### config.mk
export PLATFORM = sky130hd
export DESIGN_NAME = program_loader
export DESIGN_NICKNAME = d
export VERILOG_FILES = /design/src/loader_pkg.sv /design/src/baud_timer.sv /design/src/uart_rx.sv /design/src/word_assembler.sv /design/src/loader_fsm.sv /design/src/program_loader.sv
export VERILOG_INCLUDE_DIRS = /design/src /design/src/include
export SDC_FILE = /design/constraint.sdc
export NUM_CORES = 1
export LEC_CHECK = 0
export ABC_AREA = 1
export BUFFER_PORTS_ARGS = -buffer_cell sky130_fd_sc_hd__buf_2
export CAP_MARGIN = 25
export CORE_UTILIZATION = 55
export CTS_CLUSTER_DIAMETER = 50
export CTS_CLUSTER_SIZE = 40
export DETAILED_ROUTE_END_ITERATION = 8
export GPL_TIMING_DRIVEN = 0
export PLACE_DENSITY = 0.75
export SLEW_MARGIN = 40
export SYNTH_ARGS = -nofsm -noshare
export SYNTH_HDL_FRONTEND = slang
export SYNTH_SLANG_ARGS = --single-unit
export TNS_END_PERCENT = 50
### constraint.sdc
create_clock -name clk -period 6.55 [get_ports clk]
set_input_delay 1.31 -clock clk [delete_from_list [all_inputs] [get_ports clk]]
set_output_delay 1.31 -clock clk [all_outputs]
set_load 0.05 [all_outputs]
### src/include/loader_defs.svh
`ifndef LOADER_DEFS_SVH
`define LOADER_DEFS_SVH

//////////////////////////////////////////////////////////////////////
// Word and byte geometry
//////////////////////////////////////////////////////////////////////

// Address and data words on the write bus
`define LOADER_DATA_W 32

// One serial byte
`define LOADER_BYTE_W 8

`define LOADER_BYTES_PER_WORD 4

// Address word first, then data word
`define LOADER_BYTES_PER_FRAME 8

// Default serial bit period in clock cycles
`define LOADER_CLKS_PER_BIT 83

`endif

### src/loader_pkg.sv
`include "loader_defs.svh"

package loader_pkg;

  //////////////////////////////////////////////////////////////////////
  // Bus word with a byte lane view
  //////////////////////////////////////////////////////////////////////

  // Lane 0 is the least significant byte, the first one on the line
  typedef union packed {
    logic [`LOADER_DATA_W-1:0] word;
    logic [`LOADER_BYTES_PER_WORD-1:0][`LOADER_BYTE_W-1:0] bytes;
  } word_u;

  //////////////////////////////////////////////////////////////////////
  // Loader control states
  //////////////////////////////////////////////////////////////////////

  // WAIT_AW and WAIT_W name the transfer that is still outstanding
  typedef enum logic [2:0] {
    IDLE,
    COLLECT,
    ISSUE,
    WAIT_AW,
    WAIT_W,
    WAIT_B
  } loader_state_t;

endpackage

### src/baud_timer.sv
`timescale 1ns/10ps

module baud_timer #(
  parameter int CLKS_PER_BIT = 83
) (
  input  logic clk,
  input  logic rst,
  input  logic i_start,
  input  logic i_stop,
  output logic o_tick
);

  localparam int CNT_W = $clog2(CLKS_PER_BIT + 1);
  // First sample lands in the middle of the start bit
  localparam int HALF_CNT = (CLKS_PER_BIT - 1) / 2;
  localparam int FULL_CNT = CLKS_PER_BIT - 1;

  logic             running;
  logic [CNT_W-1:0] count;

  assign o_tick = running && (count == '0);

  always_ff @(posedge clk) begin
    if (rst) begin
      running <= 1'b0;
      count   <= '0;
    end else if (i_start) begin
      running <= 1'b1;
      count   <= CNT_W'(HALF_CNT);
    end else if (i_stop) begin
      running <= 1'b0;
      count   <= '0;
    end else if (running) begin
      // Reload on each tick so later samples sit a full bit apart
      if (count == '0) begin
        count <= CNT_W'(FULL_CNT);
      end else begin
        count <= count - 1'b1;
      end
    end
  end

endmodule

### src/uart_rx.sv
`timescale 1ns/10ps
`include "loader_defs.svh"

module uart_rx #(
  parameter int CLKS_PER_BIT = `LOADER_CLKS_PER_BIT
) (
  input  logic                      clk,
  input  logic                      rst,
  input  logic                      i_serial,
  output logic                      o_rx_valid,
  output logic [`LOADER_BYTE_W-1:0] o_rx_byte
);

  localparam int BIT_IDX_W = $clog2(`LOADER_BYTE_W);

  localparam logic [1:0] RX_IDLE  = 2'd0;
  localparam logic [1:0] RX_START = 2'd1;
  localparam logic [1:0] RX_DATA  = 2'd2;
  localparam logic [1:0] RX_STOP  = 2'd3;

  logic                      rx_meta;
  logic                      rx_sync;
  logic [1:0]                rx_state;
  logic [BIT_IDX_W-1:0]      bit_idx;
  logic [`LOADER_BYTE_W-1:0] shift_reg;
  logic                      tick;
  logic                      timer_start;
  logic                      timer_stop;

  // Two flops bring the idle-high line into the clock domain
  always_ff @(posedge clk) begin
    if (rst) begin
      rx_meta <= 1'b1;
      rx_sync <= 1'b1;
    end else begin
      rx_meta <= i_serial;
      rx_sync <= rx_meta;
    end
  end

  assign timer_start = (rx_state == RX_IDLE) && !rx_sync;
  // Stop timing on a false start or after the stop-bit sample
  assign timer_stop  = tick && (((rx_state == RX_START) && rx_sync) || (rx_state == RX_STOP));

  baud_timer #(
    .CLKS_PER_BIT(CLKS_PER_BIT)
  ) u_baud_timer (
    .clk    (clk),
    .rst    (rst),
    .i_start(timer_start),
    .i_stop (timer_stop),
    .o_tick (tick)
  );

  //////////////////////////////////////////////////////////////////////
  // Receive frame states
  //////////////////////////////////////////////////////////////////////

  always_ff @(posedge clk) begin
    if (rst) begin
      rx_state   <= RX_IDLE;
      bit_idx    <= '0;
      o_rx_valid <= 1'b0;
    end else begin
      o_rx_valid <= 1'b0;
      case (rx_state)
        RX_IDLE: begin
          bit_idx <= '0;
          if (!rx_sync) begin
            rx_state <= RX_START;
          end
        end
        RX_START: begin
          // Line back high at mid-bit means a glitch, not a start bit
          if (tick) begin
            rx_state <= rx_sync ? RX_IDLE : RX_DATA;
          end
        end
        RX_DATA: begin
          if (tick) begin
            bit_idx <= bit_idx + 1'b1;
            if (bit_idx == BIT_IDX_W'(`LOADER_BYTE_W - 1)) begin
              rx_state <= RX_STOP;
            end
          end
        end
        default: begin
          if (tick) begin
            o_rx_valid <= 1'b1;
            rx_state   <= RX_IDLE;
          end
        end
      endcase
    end
  end

  // LSB arrives first, so shift in from the top
  always_ff @(posedge clk) begin
    if ((rx_state == RX_DATA) && tick) begin
      shift_reg <= {rx_sync, shift_reg[`LOADER_BYTE_W-1:1]};
    end
    if ((rx_state == RX_STOP) && tick) begin
      o_rx_byte <= shift_reg;
    end
  end

endmodule

### src/word_assembler.sv
`timescale 1ns/10ps
`include "loader_defs.svh"

module word_assembler (
  input  logic                      clk,
  input  logic                      rst,
  input  logic                      i_byte_strobe,
  input  logic [`LOADER_BYTE_W-1:0] i_byte,
  input  logic                      i_abort,
  output logic                      o_frame_done,
  output loader_pkg::word_u         o_addr,
  output loader_pkg::word_u         o_data
);

  localparam int IDX_W  = $clog2(`LOADER_BYTES_PER_FRAME);
  localparam int LANE_W = $clog2(`LOADER_BYTES_PER_WORD);

  logic [IDX_W-1:0]  byte_idx;
  logic              last_byte;
  loader_pkg::word_u work_addr;
  loader_pkg::word_u work_data;
  loader_pkg::word_u full_data;

  assign last_byte = (byte_idx == IDX_W'(`LOADER_BYTES_PER_FRAME - 1));

  // Data word as it stands once the final byte is in
  always_comb begin
    full_data = work_data;
    full_data.bytes[`LOADER_BYTES_PER_WORD-1] = i_byte;
  end

  always_ff @(posedge clk) begin
    if (rst) begin
      byte_idx     <= '0;
      o_frame_done <= 1'b0;
    end else begin
      o_frame_done <= i_byte_strobe && last_byte;
      if (i_abort) begin
        byte_idx <= '0;
      end else if (i_byte_strobe) begin
        byte_idx <= last_byte ? '0 : byte_idx + 1'b1;
      end
    end
  end

  // Top index bit picks the word, low bits pick the lane
  always_ff @(posedge clk) begin
    if (i_byte_strobe) begin
      if (!byte_idx[IDX_W-1]) begin
        work_addr.bytes[byte_idx[LANE_W-1:0]] <= i_byte;
      end else begin
        work_data.bytes[byte_idx[LANE_W-1:0]] <= i_byte;
      end
      // Outputs only change when a whole frame is in
      if (last_byte) begin
        o_addr <= work_addr;
        o_data <= full_data;
      end
    end
  end

endmodule

### src/loader_fsm.sv
`timescale 1ns/10ps
`include "loader_defs.svh"

module loader_fsm (
  input  logic                      clk,
  input  logic                      rst,
  input  logic                      i_reprogram,
  input  logic                      i_rx_valid,
  input  logic                      i_frame_done,
  input  logic [`LOADER_DATA_W-1:0] i_addr,
  input  logic [`LOADER_DATA_W-1:0] i_data,
  input  logic                      i_awready,
  input  logic                      i_wready,
  input  logic                      i_bvalid,
  output logic                      o_byte_strobe,
  output logic                      o_abort,
  output logic                      o_busy,
  output logic                      o_awvalid,
  output logic [`LOADER_DATA_W-1:0] o_awaddr,
  output logic                      o_wvalid,
  output logic [`LOADER_DATA_W-1:0] o_wdata,
  output logic                      o_bready
);

  loader_pkg::loader_state_t state;
  logic                      capture_en;

  //////////////////////////////////////////////////////////////////////
  // Byte capture gating
  //////////////////////////////////////////////////////////////////////

  // Bytes are only taken while no write is in flight
  assign capture_en    = i_reprogram &&
                         ((state == loader_pkg::IDLE) || (state == loader_pkg::COLLECT));
  assign o_byte_strobe = i_rx_valid && capture_en;
  // A completed frame wins over a falling reprogram in the same cycle
  assign o_abort       = (state == loader_pkg::COLLECT) && !i_reprogram && !i_frame_done;
  assign o_busy        = (state != loader_pkg::IDLE);

  //////////////////////////////////////////////////////////////////////
  // Write bus sequencing
  //////////////////////////////////////////////////////////////////////

  always_ff @(posedge clk) begin
    if (rst) begin
      state     <= loader_pkg::IDLE;
      o_awvalid <= 1'b0;
      o_wvalid  <= 1'b0;
      o_bready  <= 1'b0;
    end else begin
      case (state)
        loader_pkg::IDLE: begin
          if (o_byte_strobe) begin
            state <= loader_pkg::COLLECT;
          end
        end
        loader_pkg::COLLECT: begin
          if (i_frame_done) begin
            state     <= loader_pkg::ISSUE;
            o_awvalid <= 1'b1;
            o_wvalid  <= 1'b1;
          end else if (!i_reprogram) begin
            state <= loader_pkg::IDLE;
          end
        end
        loader_pkg::ISSUE: begin
          // Both transfers outstanding and either may complete first
          if (i_awready) begin
            o_awvalid <= 1'b0;
          end
          if (i_wready) begin
            o_wvalid <= 1'b0;
          end
          if (i_awready && i_wready) begin
            state    <= loader_pkg::WAIT_B;
            o_bready <= 1'b1;
          end else if (i_awready) begin
            state <= loader_pkg::WAIT_W;
          end else if (i_wready) begin
            state <= loader_pkg::WAIT_AW;
          end
        end
        loader_pkg::WAIT_AW: begin
          if (i_awready) begin
            state     <= loader_pkg::WAIT_B;
            o_awvalid <= 1'b0;
            o_bready  <= 1'b1;
          end
        end
        loader_pkg::WAIT_W: begin
          if (i_wready) begin
            state    <= loader_pkg::WAIT_B;
            o_wvalid <= 1'b0;
            o_bready <= 1'b1;
          end
        end
        loader_pkg::WAIT_B: begin
          if (i_bvalid) begin
            state    <= loader_pkg::IDLE;
            o_bready <= 1'b0;
          end
        end
        default: begin
          state <= loader_pkg::IDLE;
        end
      endcase
    end
  end

  // Payload captured as the frame is handed to the bus
  always_ff @(posedge clk) begin
    if ((state == loader_pkg::COLLECT) && i_frame_done) begin
      o_awaddr <= i_addr;
      o_wdata  <= i_data;
    end
  end

endmodule

### src/program_loader.sv
`timescale 1ns/10ps
`include "loader_defs.svh"

module program_loader #(
  parameter int CLKS_PER_BIT = `LOADER_CLKS_PER_BIT
) (
  input  logic                      clk,
  input  logic                      rst,
  input  logic                      i_urx,
  input  logic                      i_reprogram,
  input  logic                      i_awready,
  input  logic                      i_wready,
  input  logic                      i_bvalid,
  output logic                      o_busy,
  output logic                      o_awvalid,
  output logic [`LOADER_DATA_W-1:0] o_awaddr,
  output logic                      o_wvalid,
  output logic [`LOADER_DATA_W-1:0] o_wdata,
  output logic                      o_bready
);

  logic                      rx_valid;
  logic [`LOADER_BYTE_W-1:0] rx_byte;
  logic                      byte_strobe;
  logic                      abort;
  logic                      frame_done;
  loader_pkg::word_u         asm_addr;
  loader_pkg::word_u         asm_data;

  //////////////////////////////////////////////////////////////////////
  // Serial receive and frame assembly
  //////////////////////////////////////////////////////////////////////

  uart_rx #(
    .CLKS_PER_BIT(CLKS_PER_BIT)
  ) u_uart_rx (
    .clk       (clk),
    .rst       (rst),
    .i_serial  (i_urx),
    .o_rx_valid(rx_valid),
    .o_rx_byte (rx_byte)
  );

  word_assembler u_word_assembler (
    .clk          (clk),
    .rst          (rst),
    .i_byte_strobe(byte_strobe),
    .i_byte       (rx_byte),
    .i_abort      (abort),
    .o_frame_done (frame_done),
    .o_addr       (asm_addr),
    .o_data       (asm_data)
  );

  // Control and write bus
  loader_fsm u_loader_fsm (
    .clk          (clk),
    .rst          (rst),
    .i_reprogram  (i_reprogram),
    .i_rx_valid   (rx_valid),
    .i_frame_done (frame_done),
    .i_addr       (asm_addr.word),
    .i_data       (asm_data.word),
    .i_awready    (i_awready),
    .i_wready     (i_wready),
    .i_bvalid     (i_bvalid),
    .o_byte_strobe(byte_strobe),
    .o_abort      (abort),
    .o_busy       (o_busy),
    .o_awvalid    (o_awvalid),
    .o_awaddr     (o_awaddr),
    .o_wvalid     (o_wvalid),
    .o_wdata      (o_wdata),
    .o_bready     (o_bready)
  );

endmodule

==> flow_summary.json, run 1 <==
{
  "fin_skew_ns": 0.0335,
  "crit_type": "flip-flop to output pin",
  "slew_headroom": 0.460,
  "grt_max_degree": 39,
  "period_share": 0.426,
  "finalSetupTns_ns": 0,
  "routed_wl_um": 11000,
  "overflow": 0,
  "fp-row-count": 42,
  "cp.required_ns": 5.24,
  "area_growth_pct": 17.3,
  "cts_hold_buf": 0,
  "io-pin-count": 75,
  "post_synth.cell_area_avg_um2": 17.8,
  "cp-start-kind": "flip-flop",
  "cts_tree": "done",
  "antenna_found_initial": 0,
  "start_util": 0.564,
  "reg2reg_to": "u_word_assembler.work_addr[4]",
  "maxCapViolations": 0,
  "core_area_mm2": 0.0132,
  "wire_per_inst_um": 15.8,
  "dieArea_mm2": 0.0140,
  "io_buffers": 74,
  "clkTransAtPathRegs_ns": 0.10,
  "cts.sinks": 226,
  "max_freq_mhz": 358,
  "grt_usage": 0.162,
  "h-tree-depth": 1,
  "hold_depth": 1,
  "grt_setup_unrepaired": "false",
  "rr_startpoint": "u_loader_fsm.state[2]",
  "synth_edf_count": 200,
  "worst-r2r-setup-slack_ns": 4.48,
  "fp.dieW_um": 119,
  "hpwl_um": 6880,
  "yosysTopAreaCell": "edfxtp_1",
  "final_util": 0.661,
  "fin_crit_ns": 2.79,
  "ys_seq_area_frac": 0.874,
  "peakVddDrop_uv": 307,
  "first_global_vias": 3526,
  "synth_area_mm2": 0.00747,
  "startpoint": "u_loader_fsm.state[0]",
  "setup_viol": 0,
  "synth_ff_type": "edfxtp_1",
  "synth.most_common_cell": "edfxtp_1",
  "status": "completed",
  "crit_arrival_ns": 1.48,
  "cts-root-buf": "clkbuf_16",
  "cts_resized": 0,
  "grt_first_pass_wirelength_um": 17400,
  "cp_max_fo": 7,
  "diodes": 0,
  "cp-endpoint": "o_busy",
  "drt.antenna.violating_nets": 0,
  "worst_slew_pin_slew_ns": 0.808,
  "clock_path_buffers": 3,
  "fin_ws_ns": 3.76,
  "clock_latency_ns": 0.48,
  "synth_top_area_frac": 0.804,
  "cellLeakagePower_nw": 3.08,
  "dr.first_iter.drc_count": 180,
  "cts_inserted_buffers": 15,
  "maxSlewViolCount": 0,
  "cts_setup_buffers": 0,
  "layout.nets": 530,
  "viasPerCell": 5.07,
  "worst_r2r_path_depth": 4,
  "async_reset_ff_frac": 0,
  "finalHoldViolCount": 0,
  "p_per_area_mw_per_mm2": 324,
  "gp_congestion": 0.834,
  "ys_seq_elements": 226,
  "ys_top_cells_by_area": "edfxtp_1 80%, dfxtp_1 7.0%, nand2_1 2.5%",
  "cp-end-kind": "output pin",
  "hold_class": "flip-flop to flip-flop",
  "yosys_warnings": 0,
  "fillers": 884,
  "drive_above_1_share": 0.252,
  "postSynthCellCount": 420,
  "vias": 3545,
  "place_ws_ns": 3.48,
  "post-route-drc-count": 0,
  "synth.net_count": 435,
  "synth_commonest_cells": "200 x edfxtp_1, 49 x nand2_1, 34 x nor2_1, 26 x dfxtp_1, 26 x inv_1",
  "power_mw": 2.83,
  "first_pass_iters": 5,
  "ys_types": 26,
  "die_h_um": 119
}
[per-layer routing]
metal / vias up / track usage / part of all wire
met4: 0 / 0.0649 / 0.029
li1: 1709 / - / -
met1: 1690 / 0.200 / 0.41
met5: - / 0 / 0
met3: 22 / 0.0280 / 0.058
met2: 124 / 0.284 / 0.50
[cell families after synthesis]
| kind of cell | Yosys count | share of synthesized area |
|---|---|---|
| AO/OA/AOI/OAI | 30 | 0.0214 |
| flip-flops | 226 | 0.874 |
| buffers and inverters | 33 | 0.0166 |
| adder cells (fa/ha/maj) | 8 | 0.0134 |
| AND/OR/NAND/NOR | 121 | 0.0724 |
| XOR/XNOR | 2 | 0.00235 |
[critical path: stages, from the launching register on]
cell     delay [ns]
dfxtp_1        0.46
inv_2          0.10
nand2_1        0.09
nor2_1         0.06
inv_1          0.06
buf_2          0.25
[how the worst min path moves through the flow]
stage | from | to | slack (ns)
2_1_floorplan | u_uart_rx.rx_meta | u_uart_rx.rx_sync | 0.39
3_3_place_gp | u_uart_rx.rx_meta | u_uart_rx.rx_sync | 0.39
3_5_place_dp | u_word_assembler.o_addr[12] | u_loader_fsm.o_awaddr[12] | 0.40
4_1_cts | u_word_assembler.o_data[3] | u_loader_fsm.o_wdata[3] | 0.41
5_1_grt | u_word_assembler.work_data[7] | u_word_assembler.o_data[7] | 0.41
6_report | u_uart_rx.rx_meta | u_uart_rx.rx_sync | 0.40
[area by class of cell]
type                            count  area (um2)  area share
Clock buffer                       15         375      0.0429
Sequential cell                   226        6530       0.745
Multi-Input combinational cell    161         851      0.0972
Inverter                           32         123      0.0140
Clock inverter                     10         198      0.0226
Buffer                              1        3.75    0.000429
Timing Repair Buffer               78         460      0.0526
Tap cell                          176         220      0.0251
[power by group]
group | leakage [nW] | internal (mW) | switching (mW)
clock | 0.266 | 0.510 | 0.530
sequential | 2.01 | 1.56 | 0.0192
combinational | 0.808 | 0.0666 | 0.149
[stage by stage]
stage / hold slack [ns] / area [um2] / std cells
2_1_floorplan: 0.389 / 7470 / 420
3_3_place_gp: 0.394 / 8060 / 670
3_5_place_dp: 0.405 / 8180 / 674
4_1_cts: 0.405 / 8750 / 699
5_1_grt: 0.406 / 8760 / 699
6_report: 0.399 / 8760 / 699
[placed cells by master (no fill, tap or decap), types with 2 or more instances in the layout]
master	instances
a21oi_1	21
buf_16	2
buf_2	74
clkbuf_16	15
clkinv_16	3
dfxtp_1	26
edfxtp_1	200
ha_1	8
inv_1	25
inv_2	5
inv_6	2
nand2_1	49
nand2_2	4
nand3_1	15
nand4_1	3
nor2_1	27
nor2_2	8
nor2_4	3
nor3_1	2
nor3_2	2
o21ai_0	5
or2_2	5
xor2_1	2
No activity file was read; power rests on OpenSTA's default activity.
==> run 2: changes to the inputs <==
ABC_AREA = 0   (was 1)
CORE_UTILIZATION = 52   (was 55)
PLACE_DENSITY = 0.74   (was 0.75)
clock period = 2.4 ns   (was 6.55 ns; I/O delays follow)
==> run 2 against run 1 <==
Against the previous run:
- clock skew decreased by 0.012 ns
- synthesized cell count decreased by 13%
- wire length decreased by 5.0%
- worst hold slack got worse by 0.21 ns
- largest cell class unchanged
==> flow_summary.json, run 2 <==
{
  "synth_commonest_cells": "200 x edfxtp_1, 26 x dfxtp_1, 26 x nor2_1, 13 x a21oi_1",
  "diodes": 0,
  "vias": 3257,
  "wire_per_inst_um": 16.3,
  "post_synth.cell_area_avg_um2": 20.3,
  "synth.most_common_cell": "edfxtp_1",
  "crit_arrival_ns": 2.35,
  "fp-row-count": 43,
  "grt_first_pass_wirelength_um": 15900,
  "setup_viol": 0,
  "cts_setup_buffers": 0,
  "place_ws_ns": 0.161,
  "final_util": 0.615,
  "h-tree-depth": 1,
  "fp.dieW_um": 121,
  "cp.required_ns": 2.51,
  "ys_seq_area_frac": 0.884,
  "clkTransAtPathRegs_ns": 0.09,
  "switching_share": 0.203,
  "power_mw": 7.03,
  "cellLeakagePower_nw": 2.88,
  "final_cell_count_no_fill": 644,
  "area_growth_pct": 15.7,
  "routed_wl_um": 10500,
  "hold_class": "input port to flip-flop",
  "cts_hold_buf": 0,
  "cts_tree": "done",
  "p_int_mw": 5.60,
  "cp-start-kind": "flip-flop",
  "seqPwrFrac": 0.603,
  "status": "completed",
  "hpwl_um": 6370,
  "antenna_found_initial": 0,
  "viasPerCell": 5.06,
  "place_area_mm2": 0.00799,
  "startpoint": "u_uart_rx.u_baud_timer.count[0]",
  "grt_setup_unrepaired": "false",
  "ys_seq_elements": 226,
  "finalSetupTns_ns": 0,
  "synth_edf_count": 200,
  "core_area_mm2": 0.0139,
  "first_pass_iters": 5,
  "cts.sinks": 226,
  "clock_path_buffers": 3,
  "async_reset_ff_frac": 0,
  "post-route-drc-count": 0,
  "power.net_switching_mw": 1.43,
  "worst_slew_pin_slew_ns": 0.687,
  "maxCapViolations": 0,
  "grt_max_degree": 68,
  "yosys_warnings": 0,
  "clock_latency_ns": 0.48,
  "cts-root-buf": "clkbuf_16",
  "finalHoldViolCount": 0,
  "layout.nets": 471,
  "comb_power_share": 0.017,
  "cts_inserted_buffers": 14,
  "period_share": 0.933,
  "drive_above_1_share": 0.248,
  "fin_crit_ns": 2.24,
  "most-common-layout-cells": "200 x edfxtp_1, 77 x buf_2, 26 x dfxtp_1",
  "max_freq_mhz": 447,
  "synth.net_count": 379,
  "fin_skew_ns": 0.0213,
  "final_common_cell": "edfxtp_1",
  "io_buffers": 74,
  "die_h_um": 121,
  "slew_headroom": 0.540,
  "peakVddDrop_uv": 482,
  "clockPowerShare": 0.380,
  "gp_congestion": 0.854,
  "postSynthCellCount": 364,
  "fin_ws_ns": 0.161,
  "final_cell_area_mm2": 0.00854,
  "drt.antenna.violating_nets": 0,
  "overflow": 0,
  "synth_ff_type": "edfxtp_1",
  "rr_startpoint": "u_uart_rx.u_baud_timer.count[0]",
  "grt_usage": 0.145,
  "io-pin-count": 75,
  "holdWs_ns": 0.189,
  "crit_type": "flip-flop to flip-flop",
  "ys_top_cells_by_area": "edfxtp_1 81%, dfxtp_1 7.0%, ha_1 1.4%",
  "dieArea_mm2": 0.0147,
  "ys_types": 37,
  "p_per_area_mw_per_mm2": 823,
  "first_global_vias": 3125,
  "dr.first_iter.drc_count": 230,
  "dpl.cell_count": 618,
  "cp_max_fo": 8,
  "start_util": 0.532,
  "yosysTopAreaCell": "edfxtp_1",
  "hp-start": "i_urx",
  "cp-end-kind": "flip-flop",
  "synth_top_area_frac": 0.813,
  "synth_area_mm2": 0.00738,
  "maxSlewViolCount": 0
}
-- run 2: per-layer routing --
layer	share of wire	routed length (um)	GRT usage	up-vias
li1	-	-	-	1583
met1	0.41	4330	0.179	1569
met2	0.51	5330	0.247	89
met3	0.062	654	0.0348	16
met4	0.017	178	0.0602	0
met5	0	0	0	-
-- run 2: cell families (layout without fill, tap and decap cells) --
logic type	after synthesis	count (layout)	synth area share
buffers and inverters	14	114	0.00763
xor gates and xnor gates	1	1	0.00119
and+or+nand+nor	78	78	0.0595
AOI/OAI and AO/OA	32	32	0.0273
DFF	226	226	0.884
muxes	5	5	0.00695
adders and majority gates	8	8	0.0136
-- run 2: final timing paths --
check / endpoint / slack [ns] / cells after the start
max: u_uart_rx.shift_reg[5] / 0.16 / 6
min: u_uart_rx.rx_meta / 0.19 / 2
max reg2reg: u_uart_rx.shift_reg[5] / 0.16 / 6
min reg2reg: u_uart_rx.rx_sync / 0.42 / 1
-- run 2: cell type report --
cell class,instances,area [um2]
Sequential cell,226,6530
Fill cell,975,5340
Multi-Input combinational cell,124,811
Timing Repair Buffer,76,410
Clock buffer,15,375
Tap cell,180,225
Clock inverter,9,139
Inverter,8,30.0
Buffer,6,26.3
-- run 2: power groups by stage --
stage                     combinational, mW  sequential (mW)  clock [mW]
after floorplan                      0.0938             4.32           0
after global placement                0.117             4.33           0
after detailed placement              0.121             4.33           0
after CTS                             0.122             4.24        2.70
after global routing                  0.137             4.24        2.86
final                                 0.122             4.24        2.67
-- run 2: critical path: stages, from the launching register on --
cell     delay, ns
dfxtp_1       0.34
inv_1         0.08
ha_1          0.22
nand2_1       0.18
nor3b_4       0.34
nand2_1       0.16
nor2_1        0.55
-- run 2: what timing repair did --
item,in CTS,in global routing
gates resized for setup,0,1
endpoints found under the setup margin,0,4
endpoints found under the hold margin,0,0
==> run 3: changes to the inputs <==
SYNTH_HIERARCHICAL = 1   (was unset)
==> run 3 against run 2 <==
Against the previous run:
- synthesized cell count up 1.1%
- non-clock buffer count is the same
- critical path depth increased by 2
- sequential power is essentially flat
- wire length is 6.8% higher
- area after synthesis increased by 2.3%
- global-route usage up 0.37 points
- register-to-register slack got worse by 0.05 ns
- cell area grew 2.6%
- clock skew rose by 0.0019 ns
- maximum frequency fell by 2.2%
- highest routed layer unchanged
==> flow_summary.json, run 3 <==
{
  "status": "completed",
  "cts-root-buf": "clkbuf_16",
  "async_reset_ff_frac": 0,
  "setup_viol": 0,
  "fp.dieW_um": 122,
  "yosys_warnings": 6,
  "dieArea_mm2": 0.0150,
  "cp_max_fo": 10,
  "max_freq_mhz": 437,
  "h-tree-depth": 1,
  "layout.nets": 482,
  "antenna_found_initial": 0,
  "post-route-drc-count": 0,
  "cpMaxStageDelayCell": "or4_4",
  "final_cell_area_mm2": 0.00877,
  "period_share": 0.954,
  "ys_top_cells_by_area": "edfxtp_1 80%, dfxtp_1 6.9%, ha_1 2.2%",
  "cts_resized": 0,
  "switching_share": 0.208,
  "finalHoldViolCount": 0,
  "drive_above_1_share": 0.261,
  "finalSetupTns_ns": 0,
  "viasPerCell": 5.23,
  "cp_num_buf_inv": 2,
  "vias": 3412,
  "ys_types": 55,
  "slew_headroom": 0.658,
  "diodes": 0,
  "synth_ff_type": "edfxtp_1",
  "hpwl_um": 7130,
  "place_area_mm2": 0.00817,
  "clkTransAtPathRegs_ns": 0.08,
  "holdWs_ns": 0.192,
  "seqPwrFrac": 0.580,
  "power.net_switching_mw": 1.53,
  "yosysTopAreaCell": "edfxtp_1",
  "crit_chain": "or4_4 -> or3_1 -> inv_1 -> buf_6 -> nor2b_1 -> o21bai_1 -> o31a_1 -> o41ai_1",
  "synth_edf_count": 200,
  "maxCapViolations": 0,
  "maxSlewViolCount": 0,
  "dr.first_iter.drc_count": 212,
  "final_common_cell": "edfxtp_1",
  "clock_latency_ns": 0.48,
  "crit_type": "flip-flop to flip-flop",
  "critPathMaxStageDelay_ns": 0.59,
  "cp-end-kind": "flip-flop",
  "grt_max_degree": 66,
  "fin_ws_ns": 0.110,
  "synth_area_mm2": 0.00755,
  "worst_slew_pin_slew_ns": 0.513,
  "synth.most_common_cell": "edfxtp_1",
  "grt_usage": 0.149,
  "comb_power_share": 0.030,
  "place_ws_ns": 0.179,
  "p_int_mw": 5.81,
  "clock_path_buffers": 3,
  "peakVddDrop_uv": 558,
  "drt.antenna.violating_nets": 0,
  "die_h_um": 122,
  "area_growth_pct": 16.1,
  "crit_arrival_ns": 2.63,
  "clockPowerShare": 0.389,
  "dpl.cell_count": 623,
  "first_pass_iters": 4,
  "synth_top_area_frac": 0.795,
  "first_global_vias": 3263,
  "p_per_area_mw_per_mm2": 838,
  "hold_class": "input port to flip-flop",
  "start_util": 0.538,
  "power_mw": 7.34,
  "most-common-layout-cells": "200 x edfxtp_1, 75 x buf_2, 26 x dfxtp_1",
  "fin_skew_ns": 0.0232,
  "crit_family": "simple AND/OR/NAND/NOR gates",
  "synth_commonest_cells": "200 x edfxtp_1, 26 x dfxtp_1, 14 x nor2_1, 13 x ha_1, 12 x inv_1",
  "overflow": 0,
  "post_synth.cell_area_avg_um2": 20.5,
  "cellLeakagePower_nw": 3.04,
  "cts_inserted_buffers": 16,
  "final_util": 0.624,
  "fin_crit_ns": 2.29,
  "grt_setup_unrepaired": "false",
  "cp-start-kind": "flip-flop",
  "fp-row-count": 43,
  "routed_wl_um": 11200,
  "io_buffers": 74,
  "grt_first_pass_wirelength_um": 16900,
  "final_cell_count_no_fill": 652,
  "synth.net_count": 388,
  "cts_hold_buf": 0,
  "ys_seq_elements": 226,
  "io-pin-count": 75,
  "postSynthCellCount": 368,
  "gp_congestion": 0.742,
  "wire_per_inst_um": 17.2,
  "core_area_mm2": 0.0140,
  "ys_seq_area_frac": 0.864,
  "cts_setup_buffers": 0,
  "cts_tree": "done",
  "cts.sinks": 226,
  "cp.required_ns": 2.74
}
[run 3: layout make-up]
class	instances	area, um2
clock buffer	17	425
fill	971	5280
clock inverter	11	149
tap	180	225
sequential	226	6530
timing repair buffer	76	410
multi-input combinational	124	935
buffer	6	50.0
inverter	12	45.0
[run 3: power by group through the flow]
stage          Clock (mW)  Combinational [mW]  Sequential [mW]
2_1_floorplan           0               0.167             4.35
3_3_place_gp            0               0.199             4.35
3_5_place_dp            0               0.218             4.35
4_1_cts              2.92               0.219             4.26
5_1_grt              3.06               0.247             4.27
6_report             2.86               0.223             4.26
[run 3: worst paths after layout]
| path | from | endpoint | slack [ns] | depth (start not counted) |
|---|---|---|---|---|
| worst max-delay path | u_uart_rx/u_baud_timer/count[3] | u_uart_rx/u_baud_timer/count[3] | 0.11 | 8 |
| worst min-delay path | i_urx | u_uart_rx/rx_meta | 0.19 | 2 |
| worst max register to register | u_uart_rx/u_baud_timer/count[3] | u_uart_rx/u_baud_timer/count[3] | 0.11 | 8 |
| worst min register to register | u_word_assembler/work_data[19] | u_word_assembler/o_data[19] | 0.41 | 0 |
[run 3: layer usage]
metal  vias to the layer above  GRT usage  share of wire
li1                       1613          -              -
met1                      1691      0.183           0.40
met2                        90      0.269           0.53
met3                        18     0.0288          0.051
met4                         0     0.0381          0.014
met5                         -          0              0
[run 3: worst register-to-register path: cells and delay by family, from the launching register on]
family	cells	cell delay [ns]
flops	1	0.38
buf+inv	2	0.21
compound gates	3	0.39
simple gates	3	1.20
[run 3: cells by family after synthesis]
kind of cell | count (synthesis) | synth area share
fa+ha+maj | 13 | 0.0215
flops | 226 | 0.864
mux | 3 | 0.00398
buf+inv | 18 | 0.0126
xor+xnor | 1 | 0.00116
simple gates | 72 | 0.0600
compound gates | 35 | 0.0363
